===== src/verilog/deint_pkg.sv =====
`default_nettype none

package deint_pkg;

   // ----------------------------------------
   // sizes
   // ----------------------------------------
   localparam int DATA_WIDTH     = 64;                 // lane word
   localparam int CODE_WIDTH     = 72;                 // data + 7 hamming + overall parity
   localparam int ADDR_WIDTH     = 7;
   localparam int FIFO_DEPTH     = 1 << ADDR_WIDTH;    // 128 entries
   localparam int RAM_PIPE_STAGE = 2;                  // ram read data delay
   localparam int PRE_SLOT_NUM   = RAM_PIPE_STAGE + 2;
   localparam int LEVEL_WIDTH    = ADDR_WIDTH + 1;     // holds 0..FIFO_DEPTH

   // ----------------------------------------
   // write side error injection
   // ----------------------------------------
   typedef enum logic [1:0] {
      INJ_NONE   = 2'd0,
      INJ_SINGLE = 2'd1,   // flip codeword bit 0
      INJ_DOUBLE = 2'd2    // flip codeword bits 0 and 1
   } err_inject_e;

   // ----------------------------------------
   // bundles
   // ----------------------------------------
   typedef struct packed {
      logic [DATA_WIDTH-1:0] data;
      err_inject_e           inject;
      logic                  en;       // write strobe
   } deint_wr_t;

   typedef struct packed {
      logic [DATA_WIDTH-1:0] data;     // after correction
      logic                  single_err;
      logic                  double_err;
   } deint_rd_t;

   // programmable full thresholds, compared against the level
   typedef struct packed {
      logic [LEVEL_WIDTH-1:0] full_assert;
      logic [LEVEL_WIDTH-1:0] full_negate;
   } deint_cfg_t;

   typedef struct packed {
      logic full;
      logic prog_full;
      logic ovf_int;
      logic udf_int;
   } deint_status_t;

endpackage

`default_nettype wire


===== src/verilog/deint_fwft_prefetch.sv =====
`timescale 1ns/100ps
`default_nettype none

module deint_fwft_prefetch
   import deint_pkg::*;
(
   input  logic      clk,
   input  logic      rst_n,
   input  logic      avail,
   input  deint_rd_t in_word,
   input  logic      in_val,
   input  logic      rd_en,
   output logic      fetch,
   output logic      pop,
   output deint_rd_t rd,
   output logic      rd_val,
   output logic      udf_int
);

   deint_rd_t               slot [PRE_SLOT_NUM];
   logic [PRE_SLOT_NUM-1:0] slot_val;
   logic [PRE_SLOT_NUM-1:0] issue_ring;               // next slot to reserve
   logic [PRE_SLOT_NUM-1:0] issue_dly [RAM_PIPE_STAGE+1];
   logic [PRE_SLOT_NUM-1:0] fill_ring;                // slot for returning data
   logic [PRE_SLOT_NUM-1:0] out_ring;                 // oldest word

   // only fetch into a slot that is already drained
   assign fetch     = avail & ~|(issue_ring & slot_val);
   assign rd_val    = |(slot_val & out_ring);
   assign pop       = rd_en & rd_val;
   assign fill_ring = issue_dly[RAM_PIPE_STAGE];

   // ----------------------------------------
   // rings
   // ----------------------------------------
   always_ff @(posedge clk or negedge rst_n) begin
      if (!rst_n) begin
         issue_ring <= PRE_SLOT_NUM'(1);
         out_ring   <= PRE_SLOT_NUM'(1);
      end else begin
         if (fetch)
            issue_ring <= {issue_ring[PRE_SLOT_NUM-2:0], issue_ring[PRE_SLOT_NUM-1]};
         if (pop)
            out_ring <= {out_ring[PRE_SLOT_NUM-2:0], out_ring[PRE_SLOT_NUM-1]};
      end
   end

   // issue ring delayed by the read latency, address register included
   always_ff @(posedge clk or negedge rst_n) begin
      if (!rst_n) begin
         for (int s = 0; s <= RAM_PIPE_STAGE; s++)
            issue_dly[s] <= PRE_SLOT_NUM'(1);
      end else begin
         issue_dly[0] <= issue_ring;
         for (int s = 1; s <= RAM_PIPE_STAGE; s++)
            issue_dly[s] <= issue_dly[s-1];
      end
   end

   // ----------------------------------------
   // slots
   // ----------------------------------------
   always_ff @(posedge clk or negedge rst_n) begin
      if (!rst_n) begin
         slot_val <= '0;
      end else begin
         for (int i = 0; i < PRE_SLOT_NUM; i++) begin
            if (in_val && fill_ring[i])
               slot_val[i] <= 1'b1;
            else if (pop && out_ring[i])
               slot_val[i] <= 1'b0;
         end
      end
   end

   always_ff @(posedge clk) begin
      for (int i = 0; i < PRE_SLOT_NUM; i++) begin
         if (in_val && fill_ring[i])
            slot[i] <= in_word;
      end
   end

   always_comb begin
      rd = slot[0];
      for (int i = 1; i < PRE_SLOT_NUM; i++) begin
         if (out_ring[i])
            rd = slot[i];
      end
   end

   always_ff @(posedge clk or negedge rst_n) begin
      if (!rst_n)
         udf_int <= 1'b0;
      else
         udf_int <= rd_en & ~rd_val;   // read with nothing to show
   end

endmodule

`default_nettype wire


===== config.mk =====
export PLATFORM = sky130hd
export DESIGN_NAME = deint_fwft_prefetch
export DESIGN_NICKNAME = d
export VERILOG_FILES = /design/src/verilog/deint_pkg.sv /design/src/verilog/deint_fwft_prefetch.sv
export SDC_FILE = /design/constraint.sdc
export NUM_CORES = 1
export LEC_CHECK = 0
export BUFFER_PORTS_ARGS = -buffer_cell sky130_fd_sc_hd__buf_2
export CORE_MARGIN = 2
export CORE_UTILIZATION = 62
export CTS_CLUSTER_DIAMETER = 30
export DETAILED_ROUTE_END_ITERATION = 10
export GPL_ROUTABILITY_DRIVEN = 0
export GPL_TIMING_DRIVEN = 0
export PLACE_DENSITY = 0.85
export SYNTH_ARGS = -nofsm -noshare
export SYNTH_HDL_FRONTEND = slang
export SYNTH_SLANG_ARGS = --single-unit

===== constraint.sdc =====
create_clock -name clk -period 6.9 [get_ports clk]
set_clock_uncertainty 0.05 [all_clocks]
set_input_delay 0.69 -clock clk [delete_from_list [all_inputs] [get_ports clk]]
set_output_delay 0.69 -clock clk [all_outputs]
set_load 0.1 [all_outputs]

==> results.json <==
{
  "status": "finished, final reports clean",
  "period_minus_slack_ns": 3.30,
  "synth_edf_count": 264,
  "worstSetupPathType": "flip-flop to primary output",
  "die_w_um": 137,
  "ant_nets": 0,
  "yosys.area.top_type_share_pct": 72.4,
  "reg2reg_depth": 5,
  "die_h_um": 137,
  "layout_setup_ws_ns": 3.60,
  "syn_nets": 691,
  "synthTopCellsByArea": "edfxtp_1 (72%), mux2_2 (7.4%), mux2i_1 (6.0%), dfrtp_1 (4.6%), o21ai_0 (2.7%)",
  "antenna_found_initial": 1,
  "drt_iter0_drc": 449,
  "gr-total-overflow": 0,
  "critPathTopFamily": "buffers and inverters",
  "dieArea_um2": 18700,
  "highest_layer": "met5",
  "grt_pass1_vias": 6356,
  "grt_max_degree": 46,
  "clkSinkCount": 289,
  "wl_um": 21900,
  "layout-drive-gt1-share_pct": 37.5,
  "start_kind": "flip-flop",
  "yosysWarnings": 0,
  "synth_flop_cell": "edfxtp_1",
  "cts_root_buf": "clkbuf_16",
  "relSlewSlack_pct": 57.5,
  "port_buffers": 140,
  "power_w": 0.00532,
  "max_freq_mhz": 303,
  "coreArea_um2": 17300,
  "place_ws_ns": 4.15,
  "ir_drop_v": 0.000381,
  "drc": 0,
  "clkLatencyLatePin_ns": 0.52,
  "place_hpwl_um": 12700,
  "critical_path_required_ns": 6.16,
  "dr_total_vias": 6091,
  "ys_types": 25,
  "slew_violations": 0,
  "nets": 882,
  "fill_cells": 974,
  "grt_first_pass_wirelength_um": 33200,
  "final-setup-viol-count": 0,
  "crit_chain": "buf_2, buf_2, buf_2, nand2_1, o21ai_0, mux2_2, buf_2",
  "h-tree-depth": 2,
  "p_per_area_nw_per_um2": 396,
  "ys_top_cells_by_count": "edfxtp_1 (264), mux2_2 (72), nand2_1 (72), mux2i_1 (66), o21ai_0 (59)",
  "dr_wl_met3_um": 1380,
  "yosysSeqAreaShare_pct": 78.2,
  "final.period_utilization_pct": 47.8,
  "io_pins": 141,
  "netlist.top_cell.by_area": "edfxtp_1",
  "hp-class": "input pin to asynchronous set/reset pin",
  "yosysMostFrequentCell": "edfxtp_1",
  "clock_path_buffers": 3,
  "hold_viol_final": 0,
  "worst-path-max-fanout": 10,
  "drtPass1Iterations": 7,
  "worst-path-buf-inv": 4,
  "arrival_ns": 2.56,
  "cts_setup_buffers": 0,
  "tns_ns": 0,
  "wl_met2_um": 11700,
  "cts-resized-gates": 0,
  "synth-seq-cells": 289,
  "wl_met1_um": 8520,
  "crit_path_frequent_cell": "buf_2",
  "drv_cap": 0,
  "syn_area_um2": 10900,
  "postSynthAreaPerCell_um2": 17.7,
  "endpoint_kind": "primary output",
  "hold_buffers": 0,
  "grt.total_usage_pct": 23.8,
  "synthCells": 620,
  "max_stage_delay_ns": 0.43,
  "hold_slack_ns": 0.125,
  "cts_buffers": 45,
  "worst-path-stages": 7,
  "syn_to_final_growth_pct": 22.9,
  "diodes": 0,
  "rsz0062_at_grt": "no",
  "wl_per_cell_um": 20.5,
  "rows": 48,
  "initial_utilization_pct": 63.3,
  "leakagePower_nw": 4.74,
  "cts_tree": "yes",
  "worst_pin_slew_ns": 0.637,
  "viasPerCell": 5.69,
  "cp_slowest_cell": "buf_2",
  "ys_async_sr_fraction_pct": 8.65,
  "rrSetupSlack_ns": 5.23,
  "clkTransAtPathRegs_ns": 0.05
}
## stage by stage
step,util (%),cells,cell area (um2)
floorplan,-,620,10900
global placement,69.0,985,11900
detailed placement,69.6,989,12000
CTS,77.8,1071,13500
global route,77.8,1071,13500
finish,77.8,1071,13500
## kinds of logic (layout without fill, tap and decap cells)
group | after synthesis | after routing | synth area share (%)
mux | 138 | 138 | 13.4
compound gates | 76 | 76 | 3.76
buf+inv | 36 | 262 | 1.63
flops | 289 | 289 | 78.2
simple gates | 81 | 81 | 2.97
## power by group
part           switching [W]  internal [W]  total [W]
sequential         0.0000834       0.00228    0.00236
combinational       0.000718      0.000174   0.000891
clock               0.000757       0.00131    0.00207
total                0.00156       0.00377    0.00532
## sequential cells by signal, indices dropped and copies added (netlist names)
signal / flops
fill_ring: 4
slot_val: 4
udf_int: 1
out_ring: 4
slot: 264
issue_ring: 4
issue_dly: 8
## metal layers
layer,GRT usage [%],vias up
li1,-,2758
met1,29.1,3074
met2,42.3,227
met3,5.44,30
met4,7.56,2
met5,0,-
## final cells by class
cell class	count	area, um2	share of cell area (%)
plain buffers	31	160	1.19
clock buffers	49	1140	8.48
clock inverters	33	269	2.00
inverters	5	18.8	0.140
multi-input cells	295	2220	16.5
flip-flops and latches	289	8560	63.6
well taps	225	282	2.09
repair buffers	144	803	5.97
## placed cells by master, fill, tap and decap left out
master      netlist  final
a21o_1            4      4
a22o_1            2      2
a22oi_1           1      1
a2bb2oi_1         1      1
and2_4            0      4
buf_12            0      1
buf_16            0      3
buf_2            14    154
buf_4             1      1
buf_6             3      3
bufinv_16         0      3
clkbuf_1         13     17
clkbuf_16         0     45
clkinv_1          0      6
clkinv_2          0     13
clkinv_4          0      2
clkinvlp_4        0      4
dfrtp_1          20     20
dfstp_2           5      5
edfxtp_1        264    264
inv_1             5      5
inv_6             0      5
mux2_2           72     72
mux2i_1          66     66
nand2_1          72     72
nand3_1           1      1
nand4_1           1      1
nand4b_1          1      1
nor2_1            1      1
o21ai_0          59     59
o21ai_1           7      7
o21ai_2           1      1
o2bb2ai_1         1      1
or2_2             1      1
## worst paths after layout
check | startpoint | endpoint
min | rst_n | out_ring[3]
max | out_ring[2] | rd[56]
min reg2reg | issue_dly[7] | fill_ring[3]
max reg2reg | out_ring[3] | slot_val[3]
min in group clk | issue_dly[7] | fill_ring[3]
max in group asynchronous | rst_n | issue_dly[11]
Power figures use the tool's default switching activity.
