--- config.mk ---
export PLATFORM = sky130hd
export DESIGN_NAME = deint_fifo_ctrl
export DESIGN_NICKNAME = d
export VERILOG_FILES = /design/src/verilog/deint_pkg.sv /design/src/verilog/deint_fifo_ctrl.sv
export SDC_FILE = /design/constraint.sdc
export NUM_CORES = 1
export LEC_CHECK = 0
export BUFFER_PORTS_ARGS = -buffer_cell sky130_fd_sc_hd__buf_2
export CORE_MARGIN = 2
export CORE_UTILIZATION = 25
export DETAILED_ROUTE_END_ITERATION = 10
export PLACE_DENSITY_LB_ADDON = 0.08
export REMOVE_ABC_BUFFERS = 1
export SYNTH_ARGS = -nofsm -noshare
export SYNTH_HDL_FRONTEND = slang
export SYNTH_SLANG_ARGS = --single-unit
--- constraint.sdc ---
create_clock -name clk -period 4.55 [get_ports clk]
set_input_delay 0.455 -clock clk [delete_from_list [all_inputs] [get_ports clk]]
set_output_delay 0.455 -clock clk [all_outputs]
set_load 0.01 [all_outputs]
--- src/verilog/deint_pkg.sv ---
`default_nettype none

package deint_pkg;

   // ----------------------------------------
   // sizes
   // ----------------------------------------
   localparam int DATA_WIDTH     = 64;                 // lane word
   localparam int CODE_WIDTH     = 72;                 // data + 7 hamming + overall parity
   localparam int ADDR_WIDTH     = 7;
   localparam int FIFO_DEPTH     = 1 << ADDR_WIDTH;    // 128 entries
   localparam int RAM_PIPE_STAGE = 2;                  // ram read data delay
   localparam int PRE_SLOT_NUM   = RAM_PIPE_STAGE + 2;
   localparam int LEVEL_WIDTH    = ADDR_WIDTH + 1;     // holds 0..FIFO_DEPTH

   // ----------------------------------------
   // write side error injection
   // ----------------------------------------
   typedef enum logic [1:0] {
      INJ_NONE   = 2'd0,
      INJ_SINGLE = 2'd1,   // flip codeword bit 0
      INJ_DOUBLE = 2'd2    // flip codeword bits 0 and 1
   } err_inject_e;

   // ----------------------------------------
   // bundles
   // ----------------------------------------
   typedef struct packed {
      logic [DATA_WIDTH-1:0] data;
      err_inject_e           inject;
      logic                  en;       // write strobe
   } deint_wr_t;

   typedef struct packed {
      logic [DATA_WIDTH-1:0] data;     // after correction
      logic                  single_err;
      logic                  double_err;
   } deint_rd_t;

   // programmable full thresholds, compared against the level
   typedef struct packed {
      logic [LEVEL_WIDTH-1:0] full_assert;
      logic [LEVEL_WIDTH-1:0] full_negate;
   } deint_cfg_t;

   typedef struct packed {
      logic full;
      logic prog_full;
      logic ovf_int;
      logic udf_int;
   } deint_status_t;

endpackage

`default_nettype wire

--- src/verilog/deint_fifo_ctrl.sv ---
`timescale 1ns/100ps
`default_nettype none

module deint_fifo_ctrl
   import deint_pkg::*;
(
   input  logic                  clk,
   input  logic                  rst_n,
   input  logic                  wr_en,
   input  logic                  pop,
   input  logic                  fetch,
   input  deint_cfg_t            cfg,
   output logic                  wen,
   output logic [ADDR_WIDTH-1:0] waddr,
   output logic [ADDR_WIDTH-1:0] raddr,
   output logic                  avail,
   output logic                  full,
   output logic                  prog_full,
   output logic                  ovf_int
);

   logic [ADDR_WIDTH-1:0]  wptr;
   logic [ADDR_WIDTH-1:0]  fptr;
   logic [LEVEL_WIDTH-1:0] unfetched;   // in ram, not yet fetched
   logic [LEVEL_WIDTH-1:0] level;       // accepted, not yet popped
   logic [LEVEL_WIDTH-1:0] level_nxt;

   assign wen   = wr_en & ~full;        // drop writes while full
   assign waddr = wptr;
   assign raddr = fptr;
   assign avail = (unfetched != '0);

   // ----------------------------------------
   // pointers
   // ----------------------------------------
   always_ff @(posedge clk or negedge rst_n) begin
      if (!rst_n) begin
         wptr <= '0;
         fptr <= '0;
      end else begin
         if (wen)
            wptr <= wptr + 1'b1;
         if (fetch)
            fptr <= fptr + 1'b1;
      end
   end

   // ----------------------------------------
   // counters
   // ----------------------------------------
   always_ff @(posedge clk or negedge rst_n) begin
      if (!rst_n) begin
         unfetched <= '0;
      end else begin
         case ({wen, fetch})
            2'b10:   unfetched <= unfetched + 1'b1;
            2'b01:   unfetched <= unfetched - 1'b1;
            default: unfetched <= unfetched;
         endcase
      end
   end

   always_comb begin
      case ({wen, pop})
         2'b10:   level_nxt = level + 1'b1;
         2'b01:   level_nxt = level - 1'b1;
         default: level_nxt = level;
      endcase
   end

   always_ff @(posedge clk or negedge rst_n) begin
      if (!rst_n)
         level <= '0;
      else
         level <= level_nxt;
   end

   // ----------------------------------------
   // flags
   // ----------------------------------------
   always_ff @(posedge clk or negedge rst_n) begin
      if (!rst_n) begin
         full      <= 1'b0;
         prog_full <= 1'b0;
         ovf_int   <= 1'b0;
      end else begin
         full <= (level_nxt == LEVEL_WIDTH'(FIFO_DEPTH));
         // hysteresis between the two thresholds
         if (level_nxt >= cfg.full_assert)
            prog_full <= 1'b1;
         else if (level_nxt <= cfg.full_negate)
            prog_full <= 1'b0;
         ovf_int <= wr_en & full;        // one pulse per dropped write
      end
   end

endmodule

`default_nettype wire

==> results by group <==
STA
  • Setup TNS: 0 ps
  • Slew Viols, Final: 0
  • Worst Skew: roughly 5.2 ps
  • Hold Vio Cnt, Final: 0
  • Min cycle time layout: 3870 ps
  • RSZ-0062 raised after global routing: no
  • Fmax: between 0.2 and 0.3 GHz
  • Min Hold Slack: about 240 ps
  • Worst slew pin tran: 780 ps
  • Tcrit/Tclk final: 0.850
  • Setup Viol. Count Final: 0
  • Worst rel slew slack: 0.480

Critical path
  • Critical path, cell by cell: nor2b_1, inv_1, ha_1, xor2_1, ha_1, and4b_4, nor4_1, o21bai_1, nand2_1, nor2_1, ha_1, a21o_1, a21oi_1, a21oi_1, nand2_1, a31oi_1, or4_1
  • Worst EP required: approximately 4700 ps
  • CP peak stage delay: roughly 500 ps
  • Crit path max fanout: 4
  • CP Class: reg2reg
  • WP buf/inv: 1
  • CP most frequent cell: ha_1
  • CP Data Arrival Time: 4030 ps
  • Startpoint Class: flip-flop
  • Slowest cell on the critical path: or4_1
  • Critical Path Sink Type: flip-flop
  • Family with the most delay on the worst path: simple AND/OR/NAND/NOR gates

Clock tree
  • TritonCTS clock tree: built
  • Clock sinks: 33
  • Post-CTS Setup Inserts: 0
  • Worst-path clk slew: roughly 80 ps
  • H-tree levels: 2
  • Cells resized by post-CTS repair: 0
  • Clock Tree Root: clkbuf_8
  • Clock buffer depth: 2
  • Clk_lat worst skew: between 200 and 300 ps
  • CTS Buf Count: 5
  • # hold bufs at CTS: 0

Die
  • # IOs: 40
  • Die ar.: 10700 µm²
  • Starting Density: 0.255
  • Core Area: 9680 µm²
  • Chip width: roughly 100 µm
  • Die height: between 100 and 150 µm
  • # rows: 36

Logic synthesis
  • Synth top area share: 0.335
  • Yosys top cell by area: dfrtp_1
  • Netlist cell types: 53
  • Count leader, synth: dfrtp_1
  • Cells after synthesis: 273
  • Ys flop type: dfrtp_1
  • Async set or reset register ratio after synthesis: 1.00
  • Synth top cells by count: 33 x dfrtp_1, 28 x ha_1, 27 x inv_1, 25 x nand2_1, 15 x a21oi_1
  • Synth Register Bits: 33
  • Synth Cell Area: 2460 µm²
  • Seq/Total Area, Yosys: 0.335
  • Avg Cell Area, Syn: roughly 9.0 µm²
  • Post-synth EDFFs: 0
  • Warnings from Yosys: 0
  • Most area-consuming cells after synthesis: dfrtp_1 34%, ha_1 14%, xnor2_1 4.3%

Global route
  • First-pass GRT wire length: 9200 µm
  • Total track usage: 0.112
  • Initial antenna violation count: 0
  • Vias in the first global route: around 1900
  • GRT Residual Overflow: 0
  • Largest net degree at the start of global routing: 34

Min path
  • Hold Crit Class: in2async

Routing
  • Routed Antenna Nets: 0
  • Total number of vias: around 2000
  • Routed wire per std cell: 12.6 µm
  • DRC violation count after routing: 0
  • Pre-Repair DR Iteration Count: 4
  • First-iteration detailed-routing DRC count: 60
  • Via density: around 4.6
  • Detailed Route WL: around 5600 µm

Power and ir drop
  • Seq pwr share: 0.369
  • P_int: 0.000922 W
  • Pleak: ~1.4 nW
  • Switching Share: 0.446
  • Power Dens Cells: between 500 and 600 nW/µm²
  • Switching pwr: about 0.00074 W
  • Clock power share: 0.140
  • Combinational power share: 0.491
  • Peak VDD IR: ~0.16 mV

Final layout
  • Layout area overhead: 16.3%
  • Fill cells: around 1000
  • Share of cells above drive strength 1: 0.170
  • Register area: just over 800 µm²
  • ANT cells: 0
  • Area of the multi-input gates: around 1500 µm²
  • Nets: between 300 and 400

Place
  • Input/output buffers: 39
  • Dpl hpwl: around 4200 µm
  • Gpl congestion: roughly 0.74

Flow run
  • Max-cap viol count: 0

Run status
  • Outcome: complete, no violations
-- final timing paths --
path / startpoint / end / slack [ps] / cells past startpoint
setup / recovery: full / prog_full / 680 / 17
hold / removal: rst_n / waddr[6] / 240 / 1
setup reg to reg: full / prog_full / 680 / 17
hold reg to reg: waddr[6] / waddr[6] / 470 / 1
max in group asynchronous: rst_n / unfetched[5] / 3820 / 1
min in group clk: wr_en / ovf_int / 390 / 2
-- stage by stage --
stage          power, W  area [µm²]  utilization  setup WS, ps  cells
6_report        0.00167        2870        0.296           682    444
5_1_grt         0.00186        2870        0.296           328    444
4_1_cts         0.00170        2870        0.296           642    444
3_5_place_dp    0.00145        2780        0.287           490    436
3_3_place_gp    0.00146        2780        0.287           599    436
2_1_floorplan   0.00118        2400            -           325    262
-- area by class of cell --
class / count / area share
tap: 133 / 0.0580
clock inverter: 3 / 0.00785
multi-input combinational: 202 / 0.514
inverter: 27 / 0.0353
sequential: 33 / 0.288
clock buffer: 5 / 0.0240
timing repair buffer: 41 / 0.0733
-- per-layer routing --
layer  wire, µm  up-vias  share of wire  GRT usage
li1           -     1024              -          -
met5          0        -              0          0
met4         52        0         0.0093     0.0304
met2       2500       54           0.45      0.182
met3        223        9          0.040     0.0269
met1       2810      956           0.50      0.148
-- cell usage in the layout, fill, tap and decap left out, drive strengths merged, types with 9 or more instances in the layout --
cell type / instances
inv: 27
o21ai: 15
nand2: 25
nor2b: 9
xnor2: 12
xor2: 12
a21oi: 15
dfrtp: 33
ha: 28
buf: 41
nor2: 11
-- logic make-up (layout without fill, tap and decap cells) --
| kind of cell | count (synthesis) | in the layout | synth area share |
|---|---|---|---|
| DFF | 33 | 33 | 0.335 |
| muxes | 3 | 3 | 0.0132 |
| xor gates and xnor gates | 24 | 24 | 0.0853 |
| buffers and inverters | 38 | 76 | 0.0675 |
| adders and majority gates | 29 | 29 | 0.150 |
| AOI/OAI and AO/OA | 61 | 61 | 0.159 |
| and+or+nand+nor | 85 | 85 | 0.189 |
-- sequential cells by signal, summed over array words and instances, names as in the netlist --
register   count
full           1
prog_full      1
ovf_int        1
level          8
waddr          7
unfetched      8
raddr          7
-- power by group through the flow --
| stage | combinational, W | sequential, W | clock (W) |
|---|---|---|---|
| final | 0.000818 | 0.000615 | 0.000232 |
| after floorplan | 0.000579 | 0.000603 | 0 |
| after detailed placement | 0.000826 | 0.000623 | 0 |
| after CTS | 0.000832 | 0.000618 | 0.000250 |
| after global routing | 0.000948 | 0.000642 | 0.000265 |
| after global placement | 0.000831 | 0.000625 | 0 |
-- worst register-to-register path, delay by kind of cell (launching register included) --
family          cells  cell delay (ps)
simple gates        7             1640
compound gates      5              700
xor+xnor            1              170
buf+inv             1              100
fa+ha+maj           3              750
flops               1              400
Power figures use the tool's default switching activity.
