$ cat config.mk
export PLATFORM = sky130hd
export DESIGN_NAME = deint_secded_enc
export DESIGN_NICKNAME = d
export VERILOG_FILES = /design/src/verilog/deint_pkg.sv /design/src/verilog/deint_secded_enc.sv
export SDC_FILE = /design/constraint.sdc
export NUM_CORES = 1
export LEC_CHECK = 0
export ABC_CLOCK_PERIOD_IN_PS = 3600
export BUFFER_PORTS_ARGS = -buffer_cell sky130_fd_sc_hd__clkbuf_2
export CAP_MARGIN = 20
export CORE_UTILIZATION = 43
export DETAILED_ROUTE_END_ITERATION = 12
export GPL_TIMING_DRIVEN = 1
export PLACE_DENSITY = 0.89
export SLEW_MARGIN = 20
export SYNTH_ARGS = -nofsm -noshare
export SYNTH_HDL_FRONTEND = slang
export SYNTH_SLANG_ARGS = --single-unit
$ cat constraint.sdc
create_clock -name vclk -period 3.6
set_input_delay 0.72 -clock vclk [all_inputs]
set_output_delay 0.72 -clock vclk [all_outputs]
set_load 0.05 [all_outputs]
$ cat src/verilog/deint_pkg.sv
`default_nettype none

package deint_pkg;

   // ----------------------------------------
   // sizes
   // ----------------------------------------
   localparam int DATA_WIDTH     = 64;                 // lane word
   localparam int CODE_WIDTH     = 72;                 // data + 7 hamming + overall parity
   localparam int ADDR_WIDTH     = 7;
   localparam int FIFO_DEPTH     = 1 << ADDR_WIDTH;    // 128 entries
   localparam int RAM_PIPE_STAGE = 2;                  // ram read data delay
   localparam int PRE_SLOT_NUM   = RAM_PIPE_STAGE + 2;
   localparam int LEVEL_WIDTH    = ADDR_WIDTH + 1;     // holds 0..FIFO_DEPTH

   // ----------------------------------------
   // write side error injection
   // ----------------------------------------
   typedef enum logic [1:0] {
      INJ_NONE   = 2'd0,
      INJ_SINGLE = 2'd1,   // flip codeword bit 0
      INJ_DOUBLE = 2'd2    // flip codeword bits 0 and 1
   } err_inject_e;

   // ----------------------------------------
   // bundles
   // ----------------------------------------
   typedef struct packed {
      logic [DATA_WIDTH-1:0] data;
      err_inject_e           inject;
      logic                  en;       // write strobe
   } deint_wr_t;

   typedef struct packed {
      logic [DATA_WIDTH-1:0] data;     // after correction
      logic                  single_err;
      logic                  double_err;
   } deint_rd_t;

   // programmable full thresholds, compared against the level
   typedef struct packed {
      logic [LEVEL_WIDTH-1:0] full_assert;
      logic [LEVEL_WIDTH-1:0] full_negate;
   } deint_cfg_t;

   typedef struct packed {
      logic full;
      logic prog_full;
      logic ovf_int;
      logic udf_int;
   } deint_status_t;

endpackage

`default_nettype wire

$ cat src/verilog/deint_secded_enc.sv
`timescale 1ns/100ps
`default_nettype none

module deint_secded_enc
   import deint_pkg::*;
(
   input  deint_wr_t             wr,
   output logic [CODE_WIDTH-1:0] code
);

   logic [CODE_WIDTH-1:0] hcode;   // clean codeword

   // data on non power-of-two positions, hamming bits on powers of two
   always_comb begin
      int unsigned d;
      logic        par;
      hcode = '0;
      d     = 0;
      for (int p = 1; p < CODE_WIDTH; p++) begin
         if ((p & (p - 1)) != 0) begin
            hcode[p] = wr.data[d];
            d++;
         end
      end
      for (int k = 0; k < CODE_WIDTH - DATA_WIDTH - 1; k++) begin
         par = 1'b0;
         for (int p = 1; p < CODE_WIDTH; p++) begin
            if (p[k])
               par ^= hcode[p];
         end
         hcode[1 << k] = par;
      end
      hcode[0] = ^hcode[CODE_WIDTH-1:1];   // overall parity
   end

   always_comb begin
      case (wr.inject)
         INJ_SINGLE: code = hcode ^ CODE_WIDTH'(1);
         INJ_DOUBLE: code = hcode ^ CODE_WIDTH'(3);
         default:    code = hcode;
      endcase
   end

endmodule

`default_nettype wire

==> flow_summary.yaml, run 1 <==
setup_path:
  worst-path-max-fanout: 3
  endpoint_kind: "primary output"
  cp_slowest_stage_delay_ns: 0.48
  crit_chain: "buf_2 > xnor2_2 > xnor3_2 > buf_4 > xor2_1 > xnor3_2 > xnor3_1 > mux2_4 > buf_8"
  cp_common_cell: "xnor3_2"
  crit_slowest_cell: "xnor3_2"
  path_class: "input pin to primary output"
  cp.required_ns: 2.88
  start_kind: "input pin"
  arrival_ns: 2.94
route:
  drt_pass1_iterations: 4
  ant_nets: 0
  drt_iter0_drc: 12
  wl_um: 4230
  via_per_inst: 4.28
  drc_errors: 0
  vias: 1552
  wire_per_inst_um: 11.6
global_route:
  grt_pass1_wl_um: 6000
  antenna_found_initial: 0
  track_usage_pct: 17.7
  grt_pass1_vias: 1437
  grt-ovfl-total: 0
  grt_max_degree: 5
layout:
  num_antenna_cells: 0
  final-seq-area_um2: 0
  clkbuf_count: 0
  nets: 384
  fin_cells: 363
  fill_cells: 377
  seq_cells: 0
  area_delta_synth_final_pct: 39.7
  drive_above_1_share_pct: 65.2
  stdcell_area_um2: 2520
  multiInputGateArea_um2: 1430
synthesis:
  yosysTopAreaCell: "xnor2_1"
  synth_fp_nets: 266
  netlist_area_um2: 1810
  yosysSeqAreaShare_pct: 0
  yosys_warnings: 0
  ys_top_cells_by_area: "xnor2_1 41%, buf_4 27%, xor2_1 11%, xnor3_1 10%, xnor2_2 5.4%"
  synth_top_area_share_pct: 41.2
  synthCells: 197
  syn_area_per_cell_um2: 9.17
  ys_types: 13
timing:
  fin_hold_ws_ns: 1.76
  fin_crit_ns: 3.66
  finalCritPeriodShare_pct: 102
  finalSetupViolations: 1
  final_hold_viol_count: 0
  worst_slew_pin_slew_ns: 0.476
  slew_headroom_pct: 68.2
  fmax_mhz: 273
  slew_viol_final: 0
  worst_slack_ns: -0.0648
  rsz0062_at_grt: "yes"
place:
  pre_cts_slack_ns: -0.300
  post_dp_cell_area_um2: 2380
  dp_cells: 361
  hpwl_um: 3830
  io_buffers: 138
  place.gp.congestion: 0.809
die:
  ioPinCount: 139
  die-height_um: 66.8
  start_util_pct: 44.8
  core_area_um2: 4030
  die_w_um: 66.8
  die-area_um2: 4460
  rows: 23
run_status:
  status: "finished, violations left"
  violations: "setup timing"
clock_tree:
  cts_hold_buf: 0
pwr:
  vdd_drop_max_uv: 1430
  total_leakage_power_nw: 1.34
  p_per_area_nw_per_um2: 849
  power_mw: 2.14
flow_run:
  max_cap_viol_count: 0
hold_path:
  hold_class: "input pin to primary output"
timing repair:
item | in CTS | in global routing
endpoints found under the hold margin | 0 | 0
setup buffers | 2 | 0
setup endpoints to repair | 2 | 2
resized for setup | 12 | 12
pin swaps | 7 | 1
metrics by stage:
| stage | TNS, ns | utilization, % |
|---|---|---|
| detailed placement | -0.300 | 59.1 |
| floorplan | 0 | - |
| global route | -0.203 | 62.6 |
| CTS | -0.0793 | 61.2 |
| global placement | -0.269 | 59.1 |
| finish | -0.0648 | 62.6 |
path summary, 6_finish.rpt:
kind  cells after the start  endpoint  slack (ns)    from
max                       9   code[0]       -0.06  wr[47]
min                       2  code[33]        1.76  wr[29]
worst max-delay path: cells and delay by family:
| family | cells | cell delay, ns |
|---|---|---|
| multiplexers | 1 | 0.31 |
| buffers and inverters | 3 | 0.44 |
| XOR/XNOR | 5 | 1.47 |
layout make-up:
class	count	area share, %
Inverter	2	0.297
Tap cell	50	2.48
Multi-Input combinational cell	131	56.6
Timing Repair Buffer	180	40.6
per-layer routing:
| layer | part of all wire, % | global-route usage [%] | routed length, um |
|---|---|---|---|
| met5 | 0 | 0 | 0 |
| met4 | 1.6 | 3.72 | 66 |
| met3 | 6.4 | 1.71 | 271 |
| met2 | 58 | 37.4 | 2430 |
| met1 | 34 | 17.9 | 1460 |
Yosys cell counts:
cell      instances
nand2b_1          1
ha_1              2
xnor2_2           6
mux2_4            1
xor2_2            1
xnor3_2           1
xnor3_1           8
xnor2_1          85
o21ai_0           2
inv_1             2
buf_4            64
xor2_1           22
nor2_1            2
cell families after synthesis:
kind of cell    synth area share [%]
buf+inv                         27.0
compound gates                 0.554
simple gates                   0.762
xor+xnor                        69.5
fa+ha+maj                       1.38
mux                            0.831
cells in the final DEF (no fill, tap or decap):
| master | count |
|---|---|
| xnor2_2 | 13 |
| xor2_4 | 1 |
| buf_2 | 2 |
| buf_8 | 1 |
| ha_1 | 2 |
| nand2b_1 | 1 |
| mux2_4 | 1 |
| xor2_2 | 3 |
| clkbuf_2 | 134 |
| xor2_1 | 19 |
| nor2_1 | 2 |
| xnor3_2 | 5 |
| xnor2_1 | 77 |
| buf_4 | 42 |
| xnor2_4 | 1 |
| xnor3_1 | 4 |
| o21ai_1 | 2 |
| clkbuf_8 | 1 |
| inv_1 | 2 |
report_power, final:
part           total [mW]  leakage (nW)  internal, mW  switching [mW]
Clock                   0             0             0               0
Sequential              0             0             0               0
Combinational        2.14          1.34         0.949            1.20
Power figures use the tool's default switching activity.
==> run 2: changes to the inputs <==
--- a/config.mk
+++ b/config.mk
@@ -12,6 +12,7 @@
 export DETAILED_ROUTE_END_ITERATION = 12
 export GPL_TIMING_DRIVEN = 1
 export PLACE_DENSITY = 0.89
+export SETUP_SLACK_MARGIN = 0.2
 export SLEW_MARGIN = 20
 export SYNTH_ARGS = -nofsm -noshare
 export SYNTH_HDL_FRONTEND = slang
==> flow_summary.yaml, run 2 (synthesis gave the netlist of run 1 again) <==
run_status:
  violations: "setup timing"
  status: "finished, violations left"
die:
  start_util_pct: 44.8
  ioPinCount: 139
  die-height_um: 66.8
  rows: 23
  die_w_um: 66.8
  core_area_um2: 4030
  die-area_um2: 4460
timing:
  fin_crit_ns: 3.71
  setup_tns_ns: -0.108
  worst_slew_pin_slew_ns: 0.549
  final_hold_viol_count: 0
  finalSetupViolations: 1
  slew_viol_final: 0
  fmax_mhz: 270
  finalCritPeriodShare_pct: 103
  rsz0062_at_grt: "yes"
  fin_hold_ws_ns: 1.76
  worst_slack_ns: -0.108
  slew_headroom_pct: 63.3
setup_path:
  cp_slowest_stage_delay_ns: 0.48
  worst-path-max-fanout: 3
  crit_chain: "buf_8 > xnor2_2 > xnor3_2 > buf_6 > xor2_2 > xnor3_2 > xnor3_1 > mux2_4 > buf_8"
  crit_slowest_cell: "xnor3_2"
  arrival_ns: 2.99
  start_kind: "input pin"
  cp.required_ns: 2.88
  cp-startpoint: "wr[47]"
  endpoint_kind: "primary output"
  path_class: "input pin to primary output"
route:
  ant_nets: 0
  vias: 1520
  drt_pass1_iterations: 3
  wire_per_inst_um: 12.0
  drt_iter0_drc: 16
  via_per_inst: 4.20
  wl_um: 4350
  drc_errors: 0
pwr:
  vdd_drop_max_uv: 2350
  p_per_area_nw_per_um2: 864
  total_leakage_power_nw: 1.37
global_route:
  track_usage_pct: 17.3
  grt-ovfl-total: 0
  grt_max_degree: 5
  grt_pass1_vias: 1369
  grt_pass1_wl_um: 5800
  antenna_found_initial: 0
layout:
  stdcell_area_um2: 2650
  final_common_cell: "clkbuf_2"
  seq_cells: 0
  num_antenna_cells: 0
  layout_common_cells: "129 x clkbuf_2, 75 x xnor2_1, 38 x buf_4"
  area_delta_synth_final_pct: 46.4
  clkbuf_count: 0
  drive_above_1_share_pct: 67.0
  nets: 383
  final_util_pct: 65.7
  final-seq-area_um2: 0
hold_path:
  hold_depth: 2
  hold_class: "input pin to primary output"
  hp-start: "wr[15]"
  min_to: "code[18]"
place:
  io_buffers: 138
  hpwl_um: 3870
  place.gp.congestion: 0.728
  post_dp_cell_area_um2: 2380
flow_run:
  max_cap_viol_count: 0
[run 2: worst max-delay path, delay by kind of cell]
| kind | cells | cell delay, ns |
|---|---|---|
| xor+xnor | 5 | 1.55 |
| buf+inv | 3 | 0.39 |
| mux | 1 | 0.32 |
[run 2: power breakdown]
| part | switching [mW] | internal (mW) | total, mW | leakage (nW) |
|---|---|---|---|---|
| Sequential | 0 | 0 | 0 | 0 |
| Clock | 0 | 0 | 0 | 0 |
| Combinational | 1.25 | 1.04 | 2.29 | 1.37 |
| Total | 1.25 | 1.04 | 2.29 | 1.37 |
[run 2: per-layer routing]
metal | vias to the layer above | global-route usage (%) | part of all wire [%]
met4 | 0 | 1.86 | 1.1
met2 | 70 | 37.1 | 57
met1 | 672 | 17.6 | 36
met5 | - | 0 | 0
met3 | 4 | 1.71 | 6.0
li1 | 774 | - | -
[run 2: what timing repair did]
| item | 4_1_cts | 5_1_grt |
|---|---|---|
| hold buffers | 0 | 0 |
| buffers inserted | 0 | 2 |
| endpoints found under the setup margin | 2 | 2 |
| cloned | 0 | 0 |
| pin swaps | 4 | 8 |
| gates resized for setup | 16 | 35 |
[run 2: how the worst max path moves through the flow]
stage,endpoint,cells past startpoint
after floorplan,code[0],7
after global placement,code[0],9
after detailed placement,code[0],8
after CTS,code[0],9
after global routing,code[0],9
final,code[0],9
[run 2: stage by stage]
step                power (mW)  worst slack [ns]  instances
detailed placement        1.98            -0.173        360
CTS                       2.08            -0.147        360
finish                    2.29            -0.108        362
global route              2.39            -0.157        362
global placement          1.96            -0.156        360
floorplan                 1.59             0.168        197
[run 2: cell type report]
class | count | area, um^2
multi-input combinational | 131 | 1490
fill | 317 | 1380
timing repair buffer | 179 | 1090
tap | 50 | 62.6
inverter | 2 | 7.51
