==> config.mk <==
export PLATFORM = sky130hd
export DESIGN_NAME = deint_secded_dec
export DESIGN_NICKNAME = d
export VERILOG_FILES = /design/src/verilog/deint_pkg.sv /design/src/verilog/deint_secded_dec.sv
export SDC_FILE = /design/constraint.sdc
export NUM_CORES = 1
export LEC_CHECK = 0
export ABC_AREA = 1
export BUFFER_PORTS_ARGS = -buffer_cell sky130_fd_sc_hd__buf_4
export CAP_MARGIN = 5
export CORE_ASPECT_RATIO = 0.5
export CORE_UTILIZATION = 54
export DETAILED_ROUTE_END_ITERATION = 10
export PLACE_DENSITY = 0.95
export SETUP_SLACK_MARGIN = 0.05
export SYNTH_ARGS = -nofsm -noshare
export SYNTH_HDL_FRONTEND = slang
export SYNTH_SLANG_ARGS = --single-unit
==> constraint.sdc <==
create_clock -name vclk -period 4.4
set_clock_uncertainty 0.2 [all_clocks]
set_input_delay 0.88 -clock vclk [all_inputs]
set_output_delay 0.88 -clock vclk [all_outputs]
set_load 0.01 [all_outputs]
==> src/verilog/deint_pkg.sv <==
`default_nettype none

package deint_pkg;

   // ----------------------------------------
   // sizes
   // ----------------------------------------
   localparam int DATA_WIDTH     = 64;                 // lane word
   localparam int CODE_WIDTH     = 72;                 // data + 7 hamming + overall parity
   localparam int ADDR_WIDTH     = 7;
   localparam int FIFO_DEPTH     = 1 << ADDR_WIDTH;    // 128 entries
   localparam int RAM_PIPE_STAGE = 2;                  // ram read data delay
   localparam int PRE_SLOT_NUM   = RAM_PIPE_STAGE + 2;
   localparam int LEVEL_WIDTH    = ADDR_WIDTH + 1;     // holds 0..FIFO_DEPTH

   // ----------------------------------------
   // write side error injection
   // ----------------------------------------
   typedef enum logic [1:0] {
      INJ_NONE   = 2'd0,
      INJ_SINGLE = 2'd1,   // flip codeword bit 0
      INJ_DOUBLE = 2'd2    // flip codeword bits 0 and 1
   } err_inject_e;

   // ----------------------------------------
   // bundles
   // ----------------------------------------
   typedef struct packed {
      logic [DATA_WIDTH-1:0] data;
      err_inject_e           inject;
      logic                  en;       // write strobe
   } deint_wr_t;

   typedef struct packed {
      logic [DATA_WIDTH-1:0] data;     // after correction
      logic                  single_err;
      logic                  double_err;
   } deint_rd_t;

   // programmable full thresholds, compared against the level
   typedef struct packed {
      logic [LEVEL_WIDTH-1:0] full_assert;
      logic [LEVEL_WIDTH-1:0] full_negate;
   } deint_cfg_t;

   typedef struct packed {
      logic full;
      logic prog_full;
      logic ovf_int;
      logic udf_int;
   } deint_status_t;

endpackage

`default_nettype wire

==> src/verilog/deint_secded_dec.sv <==
`timescale 1ns/100ps
`default_nettype none

module deint_secded_dec
   import deint_pkg::*;
(
   input  logic [CODE_WIDTH-1:0] code,
   output deint_rd_t             word
);

   logic [CODE_WIDTH-DATA_WIDTH-2:0] syn;       // 7 bit syndrome
   logic                             par_odd;   // overall parity check fails
   logic [CODE_WIDTH-1:0]            fixed;

   // ----------------------------------------
   // syndrome
   // ----------------------------------------
   always_comb begin
      syn = '0;
      for (int p = 1; p < CODE_WIDTH; p++) begin
         for (int k = 0; k < CODE_WIDTH - DATA_WIDTH - 1; k++) begin
            if (p[k])
               syn[k] ^= code[p];
         end
      end
   end

   assign par_odd = ^code;

   // ----------------------------------------
   // classify, correct, extract
   // ----------------------------------------
   always_comb begin
      int unsigned d;
      fixed           = code;
      word.single_err = 1'b0;
      word.double_err = 1'b0;
      if (syn == '0) begin
         word.single_err = par_odd;          // overall parity bit alone
      end else if (!par_odd) begin
         word.double_err = 1'b1;             // two flips, data left as is
      end else if (syn < CODE_WIDTH) begin
         fixed[syn]      = ~code[syn];
         word.single_err = 1'b1;
      end else begin
         // syndrome points past the codeword, so more than one flip
         word.double_err = 1'b1;
      end

      word.data = '0;
      d         = 0;
      for (int p = 1; p < CODE_WIDTH; p++) begin
         if ((p & (p - 1)) != 0) begin
            word.data[d] = fixed[p];
            d++;
         end
      end
   end

endmodule

`default_nettype wire

==> results of run 1 <==
==> kinds of logic after synthesis <==
kind of cell	share of synthesized area (%)
simple gates	53.4
buf+inv	12.6
compound gates	11.8
xor+xnor	22.2
==> cells in the mapped netlist, types with 2 or more instances <==
cell type	n	area (um^2)
nand3_2	4	40.0
buf_2	5	25.0
nand3b_1	14	105
nor2_4	2	22.5
xor2_1	38	333
xnor2_1	46	403
nand4_1	3	18.8
nor2_1	161	604
inv_2	5	18.8
xnor2_2	6	97.6
nand3_1	58	290
nand2_2	10	62.6
buf_6	8	90.1
o21ai_1	5	25.0
o21ai_0	10	50.1
a21oi_2	11	96.3
clkbuf_1	2	7.51
nand2_1	226	848
inv_1	89	334
a21oi_1	53	265
==> metrics by stage <==
stage	cells	hold WS (ps)	cell area [um^2]	setup slack (ps)	TNS, ps
floorplan	771	1710	3880	128	0
global placement	1144	1910	6130	-530	-32600
detailed placement	1144	1910	6130	-911	-55030
==> results.ini, run 1 <==
[synthesis]
ys_seq_area_share_pct=0
syn_nets=843
postSynthCellCount=771
syn_area_um2=3880
yosys_warnings=0
synth_cell_types=35
synth.avg_cell_area_um2=5.03

[outcome]
failed_stage=clock tree synthesis
outcome=aborted with a tool error
error_line=[ERROR DPL-0038] Utilization greater than 100%, impossible to legalize

[floorplanning]
num_io_pins=138
die_w_um=122
initial_utilization_pct=57.0
die_h_um=61.9
std_cell_rows=21

[placement]
place_congestion=1.17
post-dp-hpwl_um=17700
port_buffers=138

[clocking]
cts_resized=225
cts_hold_buf=0
postCtsSetupBuffers=30

==> run 2, diff against run 1 <==
--- a/config.mk
+++ b/config.mk
@@ -8,11 +8,9 @@
 export ABC_AREA = 1
 export BUFFER_PORTS_ARGS = -buffer_cell sky130_fd_sc_hd__buf_4
 export CAP_MARGIN = 5
-export CORE_ASPECT_RATIO = 0.5
-export CORE_UTILIZATION = 54
+export CORE_UTILIZATION = 40
 export DETAILED_ROUTE_END_ITERATION = 10
-export PLACE_DENSITY = 0.95
-export SETUP_SLACK_MARGIN = 0.05
+export PLACE_DENSITY_LB_ADDON = 0.15
 export SYNTH_ARGS = -nofsm -noshare
 export SYNTH_HDL_FRONTEND = slang
 export SYNTH_SLANG_ARGS = --single-unit
==> results.ini, run 2 <==
[routing]
vias_per_cell=5.43
dr_total_vias=6648
routedWlPerCell_um=18.2
met1Wirelength_um=8210
drtPass1Iterations=5
dr_wl_met3_um=2270
dr_wl_met2_um=10500
drt_iter0_markers=500
post-route-drc-count=0
drtAntennaViolNets=0
top_layer_used=met4
wl_um=22200

[critical_path]
endpoint_kind=output pin
critical_path_required_ps=3320
worst-path-max-fanout=8
crit_arrival_ps=4080
critical_path_class=in -> out
cp_common_cell=nand2_1
startpoint_type=input pin
slowest_stage=buf_4
slowest_delay_ps=190
crit_start=code[37]

[sta]
rsz0062_at_grt=true
setup_tns_ps=-43000
maxSlewHeadroom_pct=77.7
setup_slack_ps=-765
slew_violations=0
worstMarginPinSlew_ps=333
post-route-min-period_ps=5160
max_freq_mhz=194
finalSetupViolCount=65
hold_viol=0
timing.final.crit_share_pct=117

[power_and_ir_drop]
leakage_nw=4.07
clkPwrFrac_pct=0
seq_power_share_pct=0
total_power_w=0.00547
switchingPower_w=0.00304
p_comb_share_pct=100.0
ir_drop_uv=631
powerDensity_nw_per_um2=698
sw_frac_of_total_pct=55.6
internal_power_w=0.00243

[final_layout]
fin_area_um2=7830
utilization_pct=84.0
final_common_cell=buf_4
syn2layout_area_growth_pct=102
fill_cells=599
clock_buffers=0
regArea_um2=0
num_antenna_cells=0
design.seq.count=0
final_cell_mix=buf_4 (295), nand2_1 (154), nor2_1 (143)
drive_gt1_share_pct=53.1
final_nets=1169

[synthesis]
netlist_top_cells_count=nand2_1 (226), nor2_1 (161), inv_1 (89)
postSynthCellCount=771  ; unchanged
synth.top_cell.area_share_pct=21.9  ; unchanged
synth_area_leader_cell=nand2_1
synth_area_leaders=nand2_1 (22%), nor2_1 (16%), xnor2_1 (10%)
syn_nets=843  ; unchanged
synth_cell_types=35  ; unchanged
yosys_warnings=0  ; unchanged
synth.avg_cell_area_um2=5.03  ; unchanged
ys_seq_area_share_pct=0  ; unchanged
synth.most_common_cell=nand2_1
syn_area_um2=3880  ; unchanged

[floorplanning]
initial_utilization_pct=41.6  ; -15 points
die_h_um=100  ; +62%
coreArea_um2=9330
die-area_um2=10100
num_io_pins=138  ; unchanged
std_cell_rows=35  ; +67%
die_w_um=100  ; -18%

[placement]
place_congestion=1.01  ; -13%
port_buffers=138  ; unchanged
post-dp-hpwl_um=15700  ; -11%
pre_cts_ws_ps=-630  ; +281 ps
place_area_um2=6350  ; +3.6%

[global_routing]
antenna_found_initial=0
grt_pass1_vias=5896
grt_pass1_wl_um=30100
grt_max_degree=19
overflow=0
globalRouteTotalUtil_pct=38.8

[min_path]
hold_path_class=in -> out
hold_start=code[66]

[outcome]
outcome=complete, but fails checks
violations=negative setup slack

[run]
maxCapViolations=0

-- run 2: cell counts after synthesis --
Identical to the previous run, type by type.
-- run 2: cell type report --
cell class | count | area, um^2 | share of cell area (%)
Tap cell | 129 | 161 | 2.06
Timing Repair Buffer | 341 | 2880 | 36.8
Multi-Input combinational cell | 660 | 4420 | 56.4
Inverter | 94 | 368 | 4.70
-- run 2: worst paths after layout --
| path | slack (ps) | cells past startpoint | endpoint |
|---|---|---|---|
| setup / recovery | -760 | 29 | word[26] |
| hold / removal | 1920 | 4 | word[60] |
-- run 2: kinds of logic after synthesis --
logic type / share of synthesized area (%)
compound gates: 11.8
buf+inv: 12.6
xor+xnor: 22.2
simple gates: 53.4
-- run 2: per-stage QoR --
stage | hold WS [ps] | std cells
global route | 1940 | 1224
global placement | 1900 | 1199
detailed placement | 1910 | 1199
finish | 1920 | 1224
CTS | 1920 | 1215
floorplan | 1710 | 771
-- run 2: what timing repair did --
| action | in CTS | in global routing |
|---|---|---|
| resized for setup | 113 | 175 |
| setup buffers | 15 | 9 |
| gates cloned | 3 | 1 |
| endpoints found under the setup margin | 66 | 66 |
| pin swaps | 41 | 88 |
| hold buffers | 0 | 0 |
-- run 2: power groups by stage --
stage | Clock, W | Combinational, W | Sequential, W
2_1_floorplan | 0 | 0.00215 | 0
3_3_place_gp | 0 | 0.00352 | 0
3_5_place_dp | 0 | 0.00357 | 0
4_1_cts | 0 | 0.00464 | 0
5_1_grt | 0 | 0.00566 | 0
6_report | 0 | 0.00547 | 0
-- run 2: worst max-delay path: cells and delay by family --
family	cells	cell delay, ps
buffers and inverters	6	830
xor gates and xnor gates	1	180
AOI/OAI and AO/OA	3	320
and+or+nand+nor	19	1830
-- run 2: layer usage --
metal	vias to the layer above	track usage [%]
li1	3036	-
met1	3040	50.4
met2	451	64.2
met3	121	5.41
met4	0	16.6
met5	-	0
No activity file was read; power rests on OpenSTA's default activity.
==> run 3, diff against run 2 <==
--- a/config.mk
+++ b/config.mk
@@ -5,7 +5,6 @@
 export SDC_FILE = /design/constraint.sdc
 export NUM_CORES = 1
 export LEC_CHECK = 0
-export ABC_AREA = 1
 export BUFFER_PORTS_ARGS = -buffer_cell sky130_fd_sc_hd__buf_4
 export CAP_MARGIN = 5
 export CORE_UTILIZATION = 40
==> results.ini, run 3 <==
[sta]
timing.final.crit_share_pct=119  ; +1.8 points
rsz0062_at_grt=true
max_freq_mhz=191  ; -1.5%
finalSetupViolCount=65  ; unchanged
post-route-min-period_ps=5240  ; +77.1 ps
worstMarginPinSlew_ps=447  ; +114 ps
maxSlewHeadroom_pct=70.0  ; -7.7 points
hold_viol=0  ; unchanged
hold_ws_ps=1910  ; -9.54 ps
setup_slack_ps=-842  ; -77.1 ps
slew_violations=0  ; unchanged

[placement]
place_area_um2=6010  ; -5.4%
place_congestion=0.934  ; -7.9%
post-dp-hpwl_um=12800  ; -18%
pre_cts_ws_ps=-1120  ; -494 ps
port_buffers=138  ; unchanged

[critical_path]
crit_arrival_ps=4160  ; +80 ps
worst-path-max-fanout=6  ; -2
endpoint_kind=output pin
startpoint_type=input pin
critical_path_required_ps=3320  ; about the same
critical_path_class=in -> out

[global_routing]
met3_usage_pct=2.76  ; -2.6 points
grt_pass1_wl_um=24200  ; -20%
antenna_found_initial=0  ; unchanged
overflow=0  ; unchanged
grt_max_degree=17  ; -2
top_usage_layer=met2
grt_pass1_vias=4578  ; -22%
use_met1_pct=43.0  ; -7.4 points
globalRouteTotalUtil_pct=35.7  ; -3.1 points
grt_use_met2_pct=65.2  ; +1.1 points

[final_layout]
drive_gt1_share_pct=67.2  ; +14 points
syn2layout_area_growth_pct=105
design.seq.count=0  ; unchanged
num_antenna_cells=0  ; unchanged
fill_cells=454  ; -24%
final_nets=808  ; -31%
final_common_cell=buf_4
fin_area_um2=7210  ; -7.9%
clock_buffers=0  ; unchanged
final_cell_mix=buf_4 (261), nor2_1 (72), xnor2_1 (63)
regArea_um2=0  ; unchanged

[synthesis]
synth.avg_cell_area_um2=8.36  ; +66%
synth_area_leader_cell=xnor2_1
netlist_top_cells_count=xnor2_1 (103), nor2_1 (74), mux2_2 (42)
syn_nets=493  ; -42%
synth_cell_types=52  ; +49%
postSynthCellCount=421  ; -45%
synth.most_common_cell=xnor2_1
synth.top_cell.area_share_pct=25.6  ; +3.7 points
synth_area_leaders=xnor2_1 (26%), mux2_2 (13%), mux2_4 (8.5%)
yosys_warnings=0  ; unchanged
syn_area_um2=3520  ; -9.2%
ys_seq_area_share_pct=0  ; unchanged

[outcome]
outcome=complete, but fails checks
violations=negative setup slack

[floorplanning]
initial_utilization_pct=42.0  ; +0.44 points
coreArea_um2=8380  ; -10%
std_cell_rows=33  ; -5.7%
die_h_um=95.8  ; -4.6%
die-area_um2=9180  ; -9.0%
num_io_pins=138  ; unchanged
die_w_um=95.8  ; -4.6%

[routing]
drtPass1Iterations=5  ; unchanged
wl_um=17900  ; -20%
drtAntennaViolNets=0  ; unchanged
routedWlPerCell_um=21.3  ; +17%
vias_per_cell=5.56  ; +2.4%
drt_iter0_markers=239  ; -52%
dr_total_vias=4665  ; -30%
post-route-drc-count=0  ; unchanged

[min_path]
hold_path_class=in -> out

[run]
maxCapViolations=0  ; unchanged

[run 3: final timing paths]
kind     start  endpoint  slack, ps  cells after the start
max   code[21]  word[22]       -840                     16
min   code[21]  word[17]       1910                      3
[run 3: per-layer routing]
| metal | wire [um] | up-vias |
|---|---|---|
| met2 | 8760 | 287 |
| met4 | 1020 | 0 |
| met3 | 1340 | 76 |
| li1 | - | 2104 |
| met5 | 0 | - |
| met1 | 6760 | 2198 |
[run 3: area by class of cell]
| type | instances | area [um^2] | share of cell area [%] |
|---|---|---|---|
| well taps | 105 | 131 | 1.82 |
| inverters | 8 | 30.0 | 0.416 |
| repair buffers | 322 | 2740 | 38.0 |
| multi-input cells | 404 | 4310 | 59.7 |
[run 3: critical path, stage by stage]
cell,delay (ps)
buf_4,130
xnor2_1,190
xnor2_1,170
xnor3_2,500
buf_6,140
xnor3_2,300
nor3_2,70
or2_4,290
buf_6,140
a221oi_4,250
o21ai_2,120
o21ai_2,220
o211ai_4,160
clkbuf_16,200
mux2_4,260
buf_6,120
[run 3: cell families after synthesis]
kind of cell              share of synthesized area (%)
AOI/OAI and AO/OA                                  11.3
muxes                                              30.1
xor gates and xnor gates                           39.1
and+or+nand+nor                                    16.0
buffers and inverters                              3.52
[run 3: metrics by stage]
stage	util (%)	std cells	setup TNS [ps]
floorplan	-	421	-13010
global placement	71.7	800	-63700
detailed placement	71.7	800	-64900
CTS	79.5	827	-47940
global route	86.1	839	-53840
finish	86.1	839	-48670
[run 3: repair_timing]
action | in CTS | in global routing
gates cloned | 4 | 1
pin swaps | 25 | 31
setup endpoints to repair | 66 | 66
resized for setup | 76 | 73
setup buffers | 23 | 11
hold buffers | 0 | 0
Power of run 3 is not shown: default switching activity piles up to over one toggle a cycle in this logic, so the estimate is an artifact.
